## config.mk

```make
export PLATFORM = sky130hd
export DESIGN_NAME = axil_wr_interconnect_wrapper
export DESIGN_NICKNAME = d
export VERILOG_FILES = /design/src/axil_xbar_pkg.sv /design/src/axil_wr_arbiter.sv /design/src/axil_wr_router.sv /design/src/axil_wr_decerr_slave.sv /design/src/axil_wr_interconnect_wrapper.sv
export SDC_FILE = /design/constraint.sdc
export NUM_CORES = 1
export LEC_CHECK = 0
export BUFFER_PORTS_ARGS = -buffer_cell sky130_fd_sc_hd__buf_2
export CORE_AREA = 4 4 116 118
export DETAILED_ROUTE_END_ITERATION = 16
export DIE_AREA = 0 0 120 122
export SETUP_SLACK_MARGIN = 0.5
export SYNTH_ARGS = -nofsm -noshare
export SYNTH_HDL_FRONTEND = slang
export SYNTH_SLANG_ARGS = --single-unit
```

## constraint.sdc

```tcl
create_clock -name aclk -period 4 [get_ports aclk]
set_clock_uncertainty 0.15 [all_clocks]
set_input_delay 0.6 -clock aclk [delete_from_list [all_inputs] [get_ports aclk]]
set_output_delay 0.6 -clock aclk [all_outputs]
set_load 0.05 [all_outputs]
```

## src/axil_xbar_pkg.sv

```systemverilog
package axil_xbar_pkg;

    ////////////////////////////////////////////////////////////
    // Payload widths
    ////////////////////////////////////////////////////////////

    // Byte address of a write
    typedef logic [31:0] addr_t;

    // Write data word and its byte lanes
    typedef logic [31:0] data_t;
    typedef logic [3:0]  strb_t;

    // AXI B channel response
    typedef logic [1:0]  resp_t;

    ////////////////////////////////////////////////////////////
    // Response codes
    ////////////////////////////////////////////////////////////

    localparam resp_t RESP_OKAY   = 2'b00;
    localparam resp_t RESP_SLVERR = 2'b10;
    localparam resp_t RESP_DECERR = 2'b11;

    ////////////////////////////////////////////////////////////
    // Router FSM
    ////////////////////////////////////////////////////////////

    typedef enum logic [1:0] {
        ST_IDLE,
        ST_FWD,
        ST_RESP
    } router_state_t;

endpackage

```

## src/axil_wr_arbiter.sv

```systemverilog
module axil_wr_arbiter #(
    parameter  int NUMBER_MASTER = 2,
    localparam int IDX_W         = (NUMBER_MASTER > 1) ? $clog2(NUMBER_MASTER) : 1
) (
    input  logic                     aclk,
    input  logic                     rst,
    input  logic [NUMBER_MASTER-1:0] m_awvalid,
    input  logic                     txn_done,
    output logic                     grant_valid,
    output logic [IDX_W-1:0]         grant_idx
);

    // Held from grant until the write completes
    logic             locked;
    logic [IDX_W-1:0] rr_ptr;
    logic [IDX_W-1:0] next_ptr;

    logic [IDX_W-1:0] pick_idx;
    logic             pick_found;

    ////////////////////////////////////////////////////////////
    // Round-robin pick
    ////////////////////////////////////////////////////////////

    // First requesting master at or after the pointer
    always_comb begin
        int cand;
        pick_idx   = '0;
        pick_found = 1'b0;
        for (int k = 0; k < NUMBER_MASTER; k++) begin
            cand = int'(rr_ptr) + k;
            if (cand >= NUMBER_MASTER) begin
                cand = cand - NUMBER_MASTER;
            end
            if (!pick_found && m_awvalid[cand]) begin
                pick_found = 1'b1;
                pick_idx   = IDX_W'(cand);
            end
        end
    end

    // One past the winner, wrapping at the last master
    assign next_ptr = (int'(grant_idx) == NUMBER_MASTER - 1) ? '0 : grant_idx + 1'b1;

    ////////////////////////////////////////////////////////////
    // Grant lock
    ////////////////////////////////////////////////////////////

    always_ff @(posedge aclk) begin
        if (rst) begin
            locked    <= 1'b0;
            grant_idx <= '0;
            rr_ptr    <= '0;
        end else if (!locked) begin
            if (pick_found) begin
                locked    <= 1'b1;
                grant_idx <= pick_idx;
            end
        end else if (txn_done) begin
            // Winner drops to lowest priority
            locked <= 1'b0;
            rr_ptr <= next_ptr;
        end
    end

    assign grant_valid = locked;

endmodule

```

## src/axil_wr_router.sv

```systemverilog
module axil_wr_router #(
    parameter  int                   NUMBER_MASTER = 2,
    parameter  int                   NUMBER_SLAVE  = 2,
    parameter  axil_xbar_pkg::addr_t ADDR_OFFSET [NUMBER_SLAVE] = '{32'h0000_0000,
                                                                     32'h1000_0000},
    parameter  axil_xbar_pkg::addr_t ADDR_RANGE  [NUMBER_SLAVE] = '{32'h0FFF_FFFF,
                                                                     32'h0FFF_FFFF},
    localparam int MIDX_W = (NUMBER_MASTER > 1) ? $clog2(NUMBER_MASTER) : 1,
    localparam int SIDX_W = (NUMBER_SLAVE > 1) ? $clog2(NUMBER_SLAVE) : 1
) (
    input  logic                     aclk,
    input  logic                     rst,
    input  logic                     grant_valid,
    input  logic [MIDX_W-1:0]        grant_idx,
    output logic                     txn_done,

    // Masters
    input  axil_xbar_pkg::addr_t     m_axil_awaddr [NUMBER_MASTER],
    input  logic [NUMBER_MASTER-1:0] m_axil_awvalid,
    output logic [NUMBER_MASTER-1:0] m_axil_awready,
    input  axil_xbar_pkg::data_t     m_axil_wdata  [NUMBER_MASTER],
    input  axil_xbar_pkg::strb_t     m_axil_wstrb  [NUMBER_MASTER],
    input  logic [NUMBER_MASTER-1:0] m_axil_wvalid,
    output logic [NUMBER_MASTER-1:0] m_axil_wready,
    output axil_xbar_pkg::resp_t     m_axil_bresp  [NUMBER_MASTER],
    output logic [NUMBER_MASTER-1:0] m_axil_bvalid,
    input  logic [NUMBER_MASTER-1:0] m_axil_bready,

    // Slaves
    output axil_xbar_pkg::addr_t     s_axil_awaddr [NUMBER_SLAVE],
    output logic [NUMBER_SLAVE-1:0]  s_axil_awvalid,
    input  logic [NUMBER_SLAVE-1:0]  s_axil_awready,
    output axil_xbar_pkg::data_t     s_axil_wdata  [NUMBER_SLAVE],
    output axil_xbar_pkg::strb_t     s_axil_wstrb  [NUMBER_SLAVE],
    output logic [NUMBER_SLAVE-1:0]  s_axil_wvalid,
    input  logic [NUMBER_SLAVE-1:0]  s_axil_wready,
    input  axil_xbar_pkg::resp_t     s_axil_bresp  [NUMBER_SLAVE],
    input  logic [NUMBER_SLAVE-1:0]  s_axil_bvalid,
    output logic [NUMBER_SLAVE-1:0]  s_axil_bready,

    // Decode-error slave
    output axil_xbar_pkg::addr_t     err_awaddr,
    output logic                     err_awvalid,
    input  logic                     err_awready,
    output axil_xbar_pkg::data_t     err_wdata,
    output axil_xbar_pkg::strb_t     err_wstrb,
    output logic                     err_wvalid,
    input  logic                     err_wready,
    input  axil_xbar_pkg::resp_t     err_bresp,
    input  logic                     err_bvalid,
    output logic                     err_bready
);

    axil_xbar_pkg::router_state_t state;
    logic [SIDX_W-1:0]            tgt_idx;
    logic                         tgt_miss;
    logic                         aw_done;
    logic                         w_done;

    logic [SIDX_W-1:0]            dec_idx;
    logic                         dec_hit;

    logic                         tgt_awready;
    logic                         tgt_wready;
    logic                         tgt_bvalid;
    axil_xbar_pkg::resp_t         tgt_bresp;

    logic                         fwd_awvalid;
    logic                         fwd_wvalid;
    logic                         fwd_bready;
    logic                         aw_hs;
    logic                         w_hs;

    ////////////////////////////////////////////////////////////
    // Address decode, lowest window wins
    ////////////////////////////////////////////////////////////

    always_comb begin
        axil_xbar_pkg::addr_t addr;
        addr    = m_axil_awaddr[grant_idx];
        dec_idx = '0;
        dec_hit = 1'b0;
        for (int k = 0; k < NUMBER_SLAVE; k++) begin
            // Offset subtracted first so the window end cannot overflow
            if (!dec_hit && addr >= ADDR_OFFSET[k] &&
                (addr - ADDR_OFFSET[k]) <= ADDR_RANGE[k]) begin
                dec_hit = 1'b1;
                dec_idx = SIDX_W'(k);
            end
        end
    end

    // Ready and response of the latched target
    always_comb begin
        if (tgt_miss) begin
            tgt_awready = err_awready;
            tgt_wready  = err_wready;
            tgt_bvalid  = err_bvalid;
            tgt_bresp   = err_bresp;
        end else begin
            tgt_awready = s_axil_awready[tgt_idx];
            tgt_wready  = s_axil_wready[tgt_idx];
            tgt_bvalid  = s_axil_bvalid[tgt_idx];
            tgt_bresp   = s_axil_bresp[tgt_idx];
        end
    end

    assign fwd_awvalid = (state == axil_xbar_pkg::ST_FWD) && !aw_done &&
                         m_axil_awvalid[grant_idx];
    assign fwd_wvalid  = (state == axil_xbar_pkg::ST_FWD) && !w_done &&
                         m_axil_wvalid[grant_idx];
    assign fwd_bready  = (state == axil_xbar_pkg::ST_RESP) && m_axil_bready[grant_idx];

    assign aw_hs    = fwd_awvalid && tgt_awready;
    assign w_hs     = fwd_wvalid && tgt_wready;
    assign txn_done = fwd_bready && tgt_bvalid;

    ////////////////////////////////////////////////////////////
    // Channel steering
    ////////////////////////////////////////////////////////////

    always_comb begin
        m_axil_awready = '0;
        m_axil_wready  = '0;
        m_axil_bvalid  = '0;
        for (int i = 0; i < NUMBER_MASTER; i++) begin
            m_axil_bresp[i] = axil_xbar_pkg::RESP_OKAY;
        end
        if (state == axil_xbar_pkg::ST_FWD) begin
            m_axil_awready[grant_idx] = !aw_done && tgt_awready;
            m_axil_wready[grant_idx]  = !w_done && tgt_wready;
        end
        if (state == axil_xbar_pkg::ST_RESP) begin
            m_axil_bvalid[grant_idx] = tgt_bvalid;
            m_axil_bresp[grant_idx]  = tgt_bresp;
        end
    end

    // Payload goes to every slave, only the target sees valid
    always_comb begin
        for (int k = 0; k < NUMBER_SLAVE; k++) begin
            s_axil_awaddr[k] = m_axil_awaddr[grant_idx];
            s_axil_wdata[k]  = m_axil_wdata[grant_idx];
            s_axil_wstrb[k]  = m_axil_wstrb[grant_idx];
        end
        err_awaddr     = m_axil_awaddr[grant_idx];
        err_wdata      = m_axil_wdata[grant_idx];
        err_wstrb      = m_axil_wstrb[grant_idx];
        s_axil_awvalid = '0;
        s_axil_wvalid  = '0;
        s_axil_bready  = '0;
        err_awvalid    = 1'b0;
        err_wvalid     = 1'b0;
        err_bready     = 1'b0;
        if (tgt_miss) begin
            err_awvalid = fwd_awvalid;
            err_wvalid  = fwd_wvalid;
            err_bready  = fwd_bready;
        end else begin
            s_axil_awvalid[tgt_idx] = fwd_awvalid;
            s_axil_wvalid[tgt_idx]  = fwd_wvalid;
            s_axil_bready[tgt_idx]  = fwd_bready;
        end
    end

    ////////////////////////////////////////////////////////////
    // Write sequence FSM
    ////////////////////////////////////////////////////////////

    always_ff @(posedge aclk) begin
        if (rst) begin
            state    <= axil_xbar_pkg::ST_IDLE;
            tgt_idx  <= '0;
            tgt_miss <= 1'b0;
            aw_done  <= 1'b0;
            w_done   <= 1'b0;
        end else begin
            case (state)
                axil_xbar_pkg::ST_IDLE: begin
                    if (grant_valid) begin
                        tgt_idx  <= dec_idx;
                        tgt_miss <= !dec_hit;
                        state    <= axil_xbar_pkg::ST_FWD;
                    end
                end
                axil_xbar_pkg::ST_FWD: begin
                    if (aw_hs) begin
                        aw_done <= 1'b1;
                    end
                    if (w_hs) begin
                        w_done <= 1'b1;
                    end
                    // AW and W may finish in either order
                    if ((aw_done || aw_hs) && (w_done || w_hs)) begin
                        aw_done <= 1'b0;
                        w_done  <= 1'b0;
                        state   <= axil_xbar_pkg::ST_RESP;
                    end
                end
                axil_xbar_pkg::ST_RESP: begin
                    if (txn_done) begin
                        state <= axil_xbar_pkg::ST_IDLE;
                    end
                end
                default: begin
                    state <= axil_xbar_pkg::ST_IDLE;
                end
            endcase
        end
    end

endmodule

```

## src/axil_wr_decerr_slave.sv

```systemverilog
module axil_wr_decerr_slave (
    input  logic                 aclk,
    input  logic                 rst,

    // Write address
    input  axil_xbar_pkg::addr_t awaddr,
    input  logic                 awvalid,
    output logic                 awready,

    // Write data
    input  axil_xbar_pkg::data_t wdata,
    input  axil_xbar_pkg::strb_t wstrb,
    input  logic                 wvalid,
    output logic                 wready,

    // Write response
    output axil_xbar_pkg::resp_t bresp,
    output logic                 bvalid,
    input  logic                 bready
);

    // Beat accepted on each channel
    logic aw_acc;
    logic w_acc;

    logic aw_hs;
    logic w_hs;
    logic b_hs;

    ////////////////////////////////////////////////////////////
    // Handshakes
    ////////////////////////////////////////////////////////////

    // Address, data and strobes are taken and then dropped,
    // nothing reaches any storage
    assign awready = !aw_acc;
    assign wready  = !w_acc;

    assign aw_hs = awvalid && awready;
    assign w_hs  = wvalid && wready;
    assign b_hs  = bvalid && bready;

    // Response once both beats are in
    assign bvalid = aw_acc && w_acc;
    assign bresp  = axil_xbar_pkg::RESP_DECERR;

    ////////////////////////////////////////////////////////////
    // Accept flags
    ////////////////////////////////////////////////////////////

    always_ff @(posedge aclk) begin
        if (rst) begin
            aw_acc <= 1'b0;
            w_acc  <= 1'b0;
        end else if (b_hs) begin
            aw_acc <= 1'b0;
            w_acc  <= 1'b0;
        end else begin
            if (aw_hs) begin
                aw_acc <= 1'b1;
            end
            if (w_hs) begin
                w_acc <= 1'b1;
            end
        end
    end

endmodule

```

## src/axil_wr_interconnect_wrapper.sv

```systemverilog
module axil_wr_interconnect_wrapper #(
    parameter  int                   NUMBER_MASTER = 2,
    parameter  int                   NUMBER_SLAVE  = 2,
    parameter  axil_xbar_pkg::addr_t ADDR_OFFSET [NUMBER_SLAVE] = '{32'h0000_0000,
                                                                     32'h1000_0000},
    parameter  axil_xbar_pkg::addr_t ADDR_RANGE  [NUMBER_SLAVE] = '{32'h0FFF_FFFF,
                                                                     32'h0FFF_FFFF},
    localparam int MIDX_W = (NUMBER_MASTER > 1) ? $clog2(NUMBER_MASTER) : 1
) (
    input  logic                     aclk,
    input  logic                     rst,

    ////////////////////////////////////////////////////////////
    // Master write channels
    ////////////////////////////////////////////////////////////

    input  axil_xbar_pkg::addr_t     m_axil_awaddr [NUMBER_MASTER],
    input  logic [NUMBER_MASTER-1:0] m_axil_awvalid,
    output logic [NUMBER_MASTER-1:0] m_axil_awready,
    input  axil_xbar_pkg::data_t     m_axil_wdata  [NUMBER_MASTER],
    input  axil_xbar_pkg::strb_t     m_axil_wstrb  [NUMBER_MASTER],
    input  logic [NUMBER_MASTER-1:0] m_axil_wvalid,
    output logic [NUMBER_MASTER-1:0] m_axil_wready,
    output axil_xbar_pkg::resp_t     m_axil_bresp  [NUMBER_MASTER],
    output logic [NUMBER_MASTER-1:0] m_axil_bvalid,
    input  logic [NUMBER_MASTER-1:0] m_axil_bready,

    ////////////////////////////////////////////////////////////
    // Slave write channels
    ////////////////////////////////////////////////////////////

    output axil_xbar_pkg::addr_t     s_axil_awaddr [NUMBER_SLAVE],
    output logic [NUMBER_SLAVE-1:0]  s_axil_awvalid,
    input  logic [NUMBER_SLAVE-1:0]  s_axil_awready,
    output axil_xbar_pkg::data_t     s_axil_wdata  [NUMBER_SLAVE],
    output axil_xbar_pkg::strb_t     s_axil_wstrb  [NUMBER_SLAVE],
    output logic [NUMBER_SLAVE-1:0]  s_axil_wvalid,
    input  logic [NUMBER_SLAVE-1:0]  s_axil_wready,
    input  axil_xbar_pkg::resp_t     s_axil_bresp  [NUMBER_SLAVE],
    input  logic [NUMBER_SLAVE-1:0]  s_axil_bvalid,
    output logic [NUMBER_SLAVE-1:0]  s_axil_bready
);

    // Arbiter to router
    logic                 grant_valid;
    logic [MIDX_W-1:0]    grant_idx;
    logic                 txn_done;

    // Router to decode-error slave
    axil_xbar_pkg::addr_t err_awaddr;
    logic                 err_awvalid;
    logic                 err_awready;
    axil_xbar_pkg::data_t err_wdata;
    axil_xbar_pkg::strb_t err_wstrb;
    logic                 err_wvalid;
    logic                 err_wready;
    axil_xbar_pkg::resp_t err_bresp;
    logic                 err_bvalid;
    logic                 err_bready;

    axil_wr_arbiter #(
        .NUMBER_MASTER(NUMBER_MASTER)
    ) axil_wr_arbiter_i (
        .aclk       (aclk),
        .rst        (rst),
        .m_awvalid  (m_axil_awvalid),
        .txn_done   (txn_done),
        .grant_valid(grant_valid),
        .grant_idx  (grant_idx)
    );

    axil_wr_router #(
        .NUMBER_MASTER(NUMBER_MASTER),
        .NUMBER_SLAVE (NUMBER_SLAVE),
        .ADDR_OFFSET  (ADDR_OFFSET),
        .ADDR_RANGE   (ADDR_RANGE)
    ) axil_wr_router_i (
        .*
    );

    axil_wr_decerr_slave axil_wr_decerr_slave_i (
        .aclk   (aclk),
        .rst    (rst),
        .awaddr (err_awaddr),
        .awvalid(err_awvalid),
        .awready(err_awready),
        .wdata  (err_wdata),
        .wstrb  (err_wstrb),
        .wvalid (err_wvalid),
        .wready (err_wready),
        .bresp  (err_bresp),
        .bvalid (err_bvalid),
        .bready (err_bready)
    );

endmodule

```

==> summary.txt <==
Run status
  • Status: finished clean

Synthesis
  • Adder-cell share of the synthesized area: 0
  • Post-synthesis xor/xnor area fraction: 0
  • Post-synthesis async set-or-reset flop share: 0
  • Multiplexer share of the synthesized area: 0.397
  • Syn Inst Count: 239
  • Post-synthesis sequential area ratio: 0.105
  • Leading area contributor after synthesis: mux2_2
  • Synth cell count leaders: mux2_2, buf_4, nor2_1
  • Simple-gate area share of the yosys netlist: 0.113
  • Netlist cell types: 37
  • Flops & latches, synth: 11
  • Synth Cell Area: 2100 µm²
  • Syn avg cell area: 8.80 µm²
  • EDFF count, synth: 0
  • Most common cell in the netlist: mux2_2
  • Post-synth top area share: 0.386
  • Area contributors post-synth: mux2_2, buf_4, dfxtp_1, nor3_1, nor2_1
  • Main combinational cell family by area after synthesis: multiplexers
  • Complex-gate fraction of the synthesized area: 0.104
  • Post-Syn Nets: 393
  • Synth Flop Type: dfxtp_1
  • Yosys Warn Count: 0

Global route
  • Largest net degree at the start of global routing: 48
  • Global route total overflow: 0
  • Antenna violations before repair: 0
  • Tot GR Track Use: 0.112
  • First-pass GRT wire length: 13.2 mm
  • Number of global-route vias before repair: 2412

Floorplan
  • IO Pins: 306
  • DIE AREA: 14600 µm²
  • Die width: 120 µm
  • # rows: 41
  • Initial Util: 0.169
  • Core footprint: 12500 µm²
  • Die height: 122 µm

Timing
  • # setup viols final: 0
  • Peak Freq: 0.345 GHz
  • Tmin final: 2.90 ns
  • Fin. max-slew vios: 0
  • Fin. Hold Viols: 0
  • Tcrit/Tclk final: 0.725
  • Fin Setup TNS: 0 ns
  • Slew @ Worst Pin: 0.597 ns
  • Unrepaired setup endpoints after global routing: no
  • Slew HR: 0.602

Placed design
  • DPL Wire Length: 8.42 mm
  • Count of buffers from port buffering: 305
  • # placed instances: 637
  • Routability cong.: 0.815

Worst setup path
  • Max Fanout on Critical Path: 47
  • Setup crit start kind: register
  • Path depth of the worst reg2reg path: 5
  • Crit-path cells: buf_4 -> mux2_2 -> buf_2
  • Largest stage delay on the critical path: 0.70 ns
  • Slowest CP cell: dfxtp_4
  • Reg2Reg Setup Slack: 1.56 ns
  • Setup Crit Path Kind: reg2out
  • Critical path required time: 3.25 ns
  • Nature of the critical path endpoint: output port
  • Crit path DAT: 2.15 ns

Min path
  • Hold Crit Class: reg2reg
  • Worst hold stages: 2

Drt
  • Vias post-DR: 2545
  • # DRC: 0
  • DRT met1 WL: 3.82 mm
  • Routed Antenna Nets: 0
  • First drt pass iteration count: 4
  • Post-Route WL: 9.33 mm
  • 1st-iter DRT viols: 71
  • Via/cell ratio: 3.97
  • Detailed-routed wire length on met2: 4.57 mm
  • Top sig layer: met4
  • DR WL/cell: 14.6 µm
  • Routed wire length on met3: 832 µm

Power
  • Peak VDD IR: 0.203 mV
  • PwrDens: 311 nW/µm²
  • Leak Pwr: 1.77 nW

Finish
  • Largest Register: axil_wr_router_i.state
  • Max reg flops: 2
  • # nets final: 624
  • Area added between synthesis and finish: 59.9%
  • Share of layout cells above drive strength 1: 0.842
  • N_diodes: 0
  • Cell Count, Final, Fillers Out: 641

Clock tree
  • TritonCTS buffer count: 3
  • Root Driver: clkbuf_16
  • CTS tree: yes
  • Clk Latency, worst-skew pair: 0.24 ns
  • CTS clk-pin slew, worst paths: 0.04 ns
  • # hold bufs at CTS: 0
  • H-tree levels: 1
  • Post-CTS sizing: 0
  • Max Root-Sink Buffers: 2
  • Post-CTS Setup Inserts: 0
  • Clk sinks: 11

Flow run
  • Max-cap violations: 0
## metrics by stage
step / area (µm²) / power, mW / utilization / hold slack [ns] / setup WS, ns
2_1_floorplan: 2100 / 0.739 / - / 0.351 / 1.17
3_3_place_gp: 3280 / 0.866 / 0.263 / 0.367 / 1.32
3_5_place_dp: 3280 / 0.866 / 0.263 / 0.372 / 1.34
4_1_cts: 3360 / 1.05 / 0.270 / 0.378 / 1.07
5_1_grt: 3360 / 1.09 / 0.270 / 0.403 / 0.986
6_report: 3360 / 1.05 / 0.270 / 0.372 / 1.10
## critical path, delay by kind of cell (launching register included)
family                 cells  cell delay (ns)
buffers and inverters      2             0.70
multiplexers               1             0.43
flip-flops                 1             0.70
## worst paths after layout
kind                                from                        to
max reg2reg  axil_wr_arbiter_i.grant_idx  axil_wr_router_i.tgt_idx
min             axil_wr_arbiter_i.rr_ptr  axil_wr_arbiter_i.rr_ptr
max          axil_wr_arbiter_i.grant_idx           s_axil_wdata[2]
min reg2reg     axil_wr_arbiter_i.rr_ptr  axil_wr_arbiter_i.rr_ptr
## metal layers
metal / vias up / global-route usage
met5: - / 0
met1: 1153 / 0.142
li1: 1235 / -
met2: 146 / 0.196
met3: 11 / 0.0241
met4: 0 / 0.0222
## placed cells by master, fill, tap and decap left out, drive strengths merged
cell     instances
o2111a           2
a2111oi          1
clkinv           1
nor3b            3
nand2            6
inv              5
or2b             1
nand3            1
nor3            12
dfxtp           11
a21oi            3
o2bb2ai          1
mux2            72
a21boi           1
a211oi           6
a31o             1
o221a            1
buf            306
o211ai           3
or2              2
a31oi            2
mux2i            2
nand2b           2
and2             1
nor2            13
o21ai            2
a21o             1
o22a             1
nor2b            1
clkbuf           3
and2b            2
## power by group
| part | switching, mW | internal [mW] |
|---|---|---|
| sequential | 0.0188 | 0.116 |
| combinational | 0.529 | 0.196 |
| clock | 0.0536 | 0.133 |
## area by class of cell
cell class | instances | area, µm²
fill | 1376 | 9100
timing repair buffer | 306 | 1530
multi-input combinational | 143 | 1290
sequential | 11 | 224
tap | 172 | 215
clock buffer | 3 | 75.1
inverter | 5 | 18.8
clock inverter | 1 | 5.00
## kinds of logic (layout without fill, tap and decap cells)
family | Yosys count | in the layout
AOI/OAI and AO/OA | 25 | 25
buffers and inverters | 85 | 315
DFF | 11 | 11
muxes | 74 | 74
and+or+nand+nor | 44 | 44
Note: power is estimated with default switching activity, not from simulation.
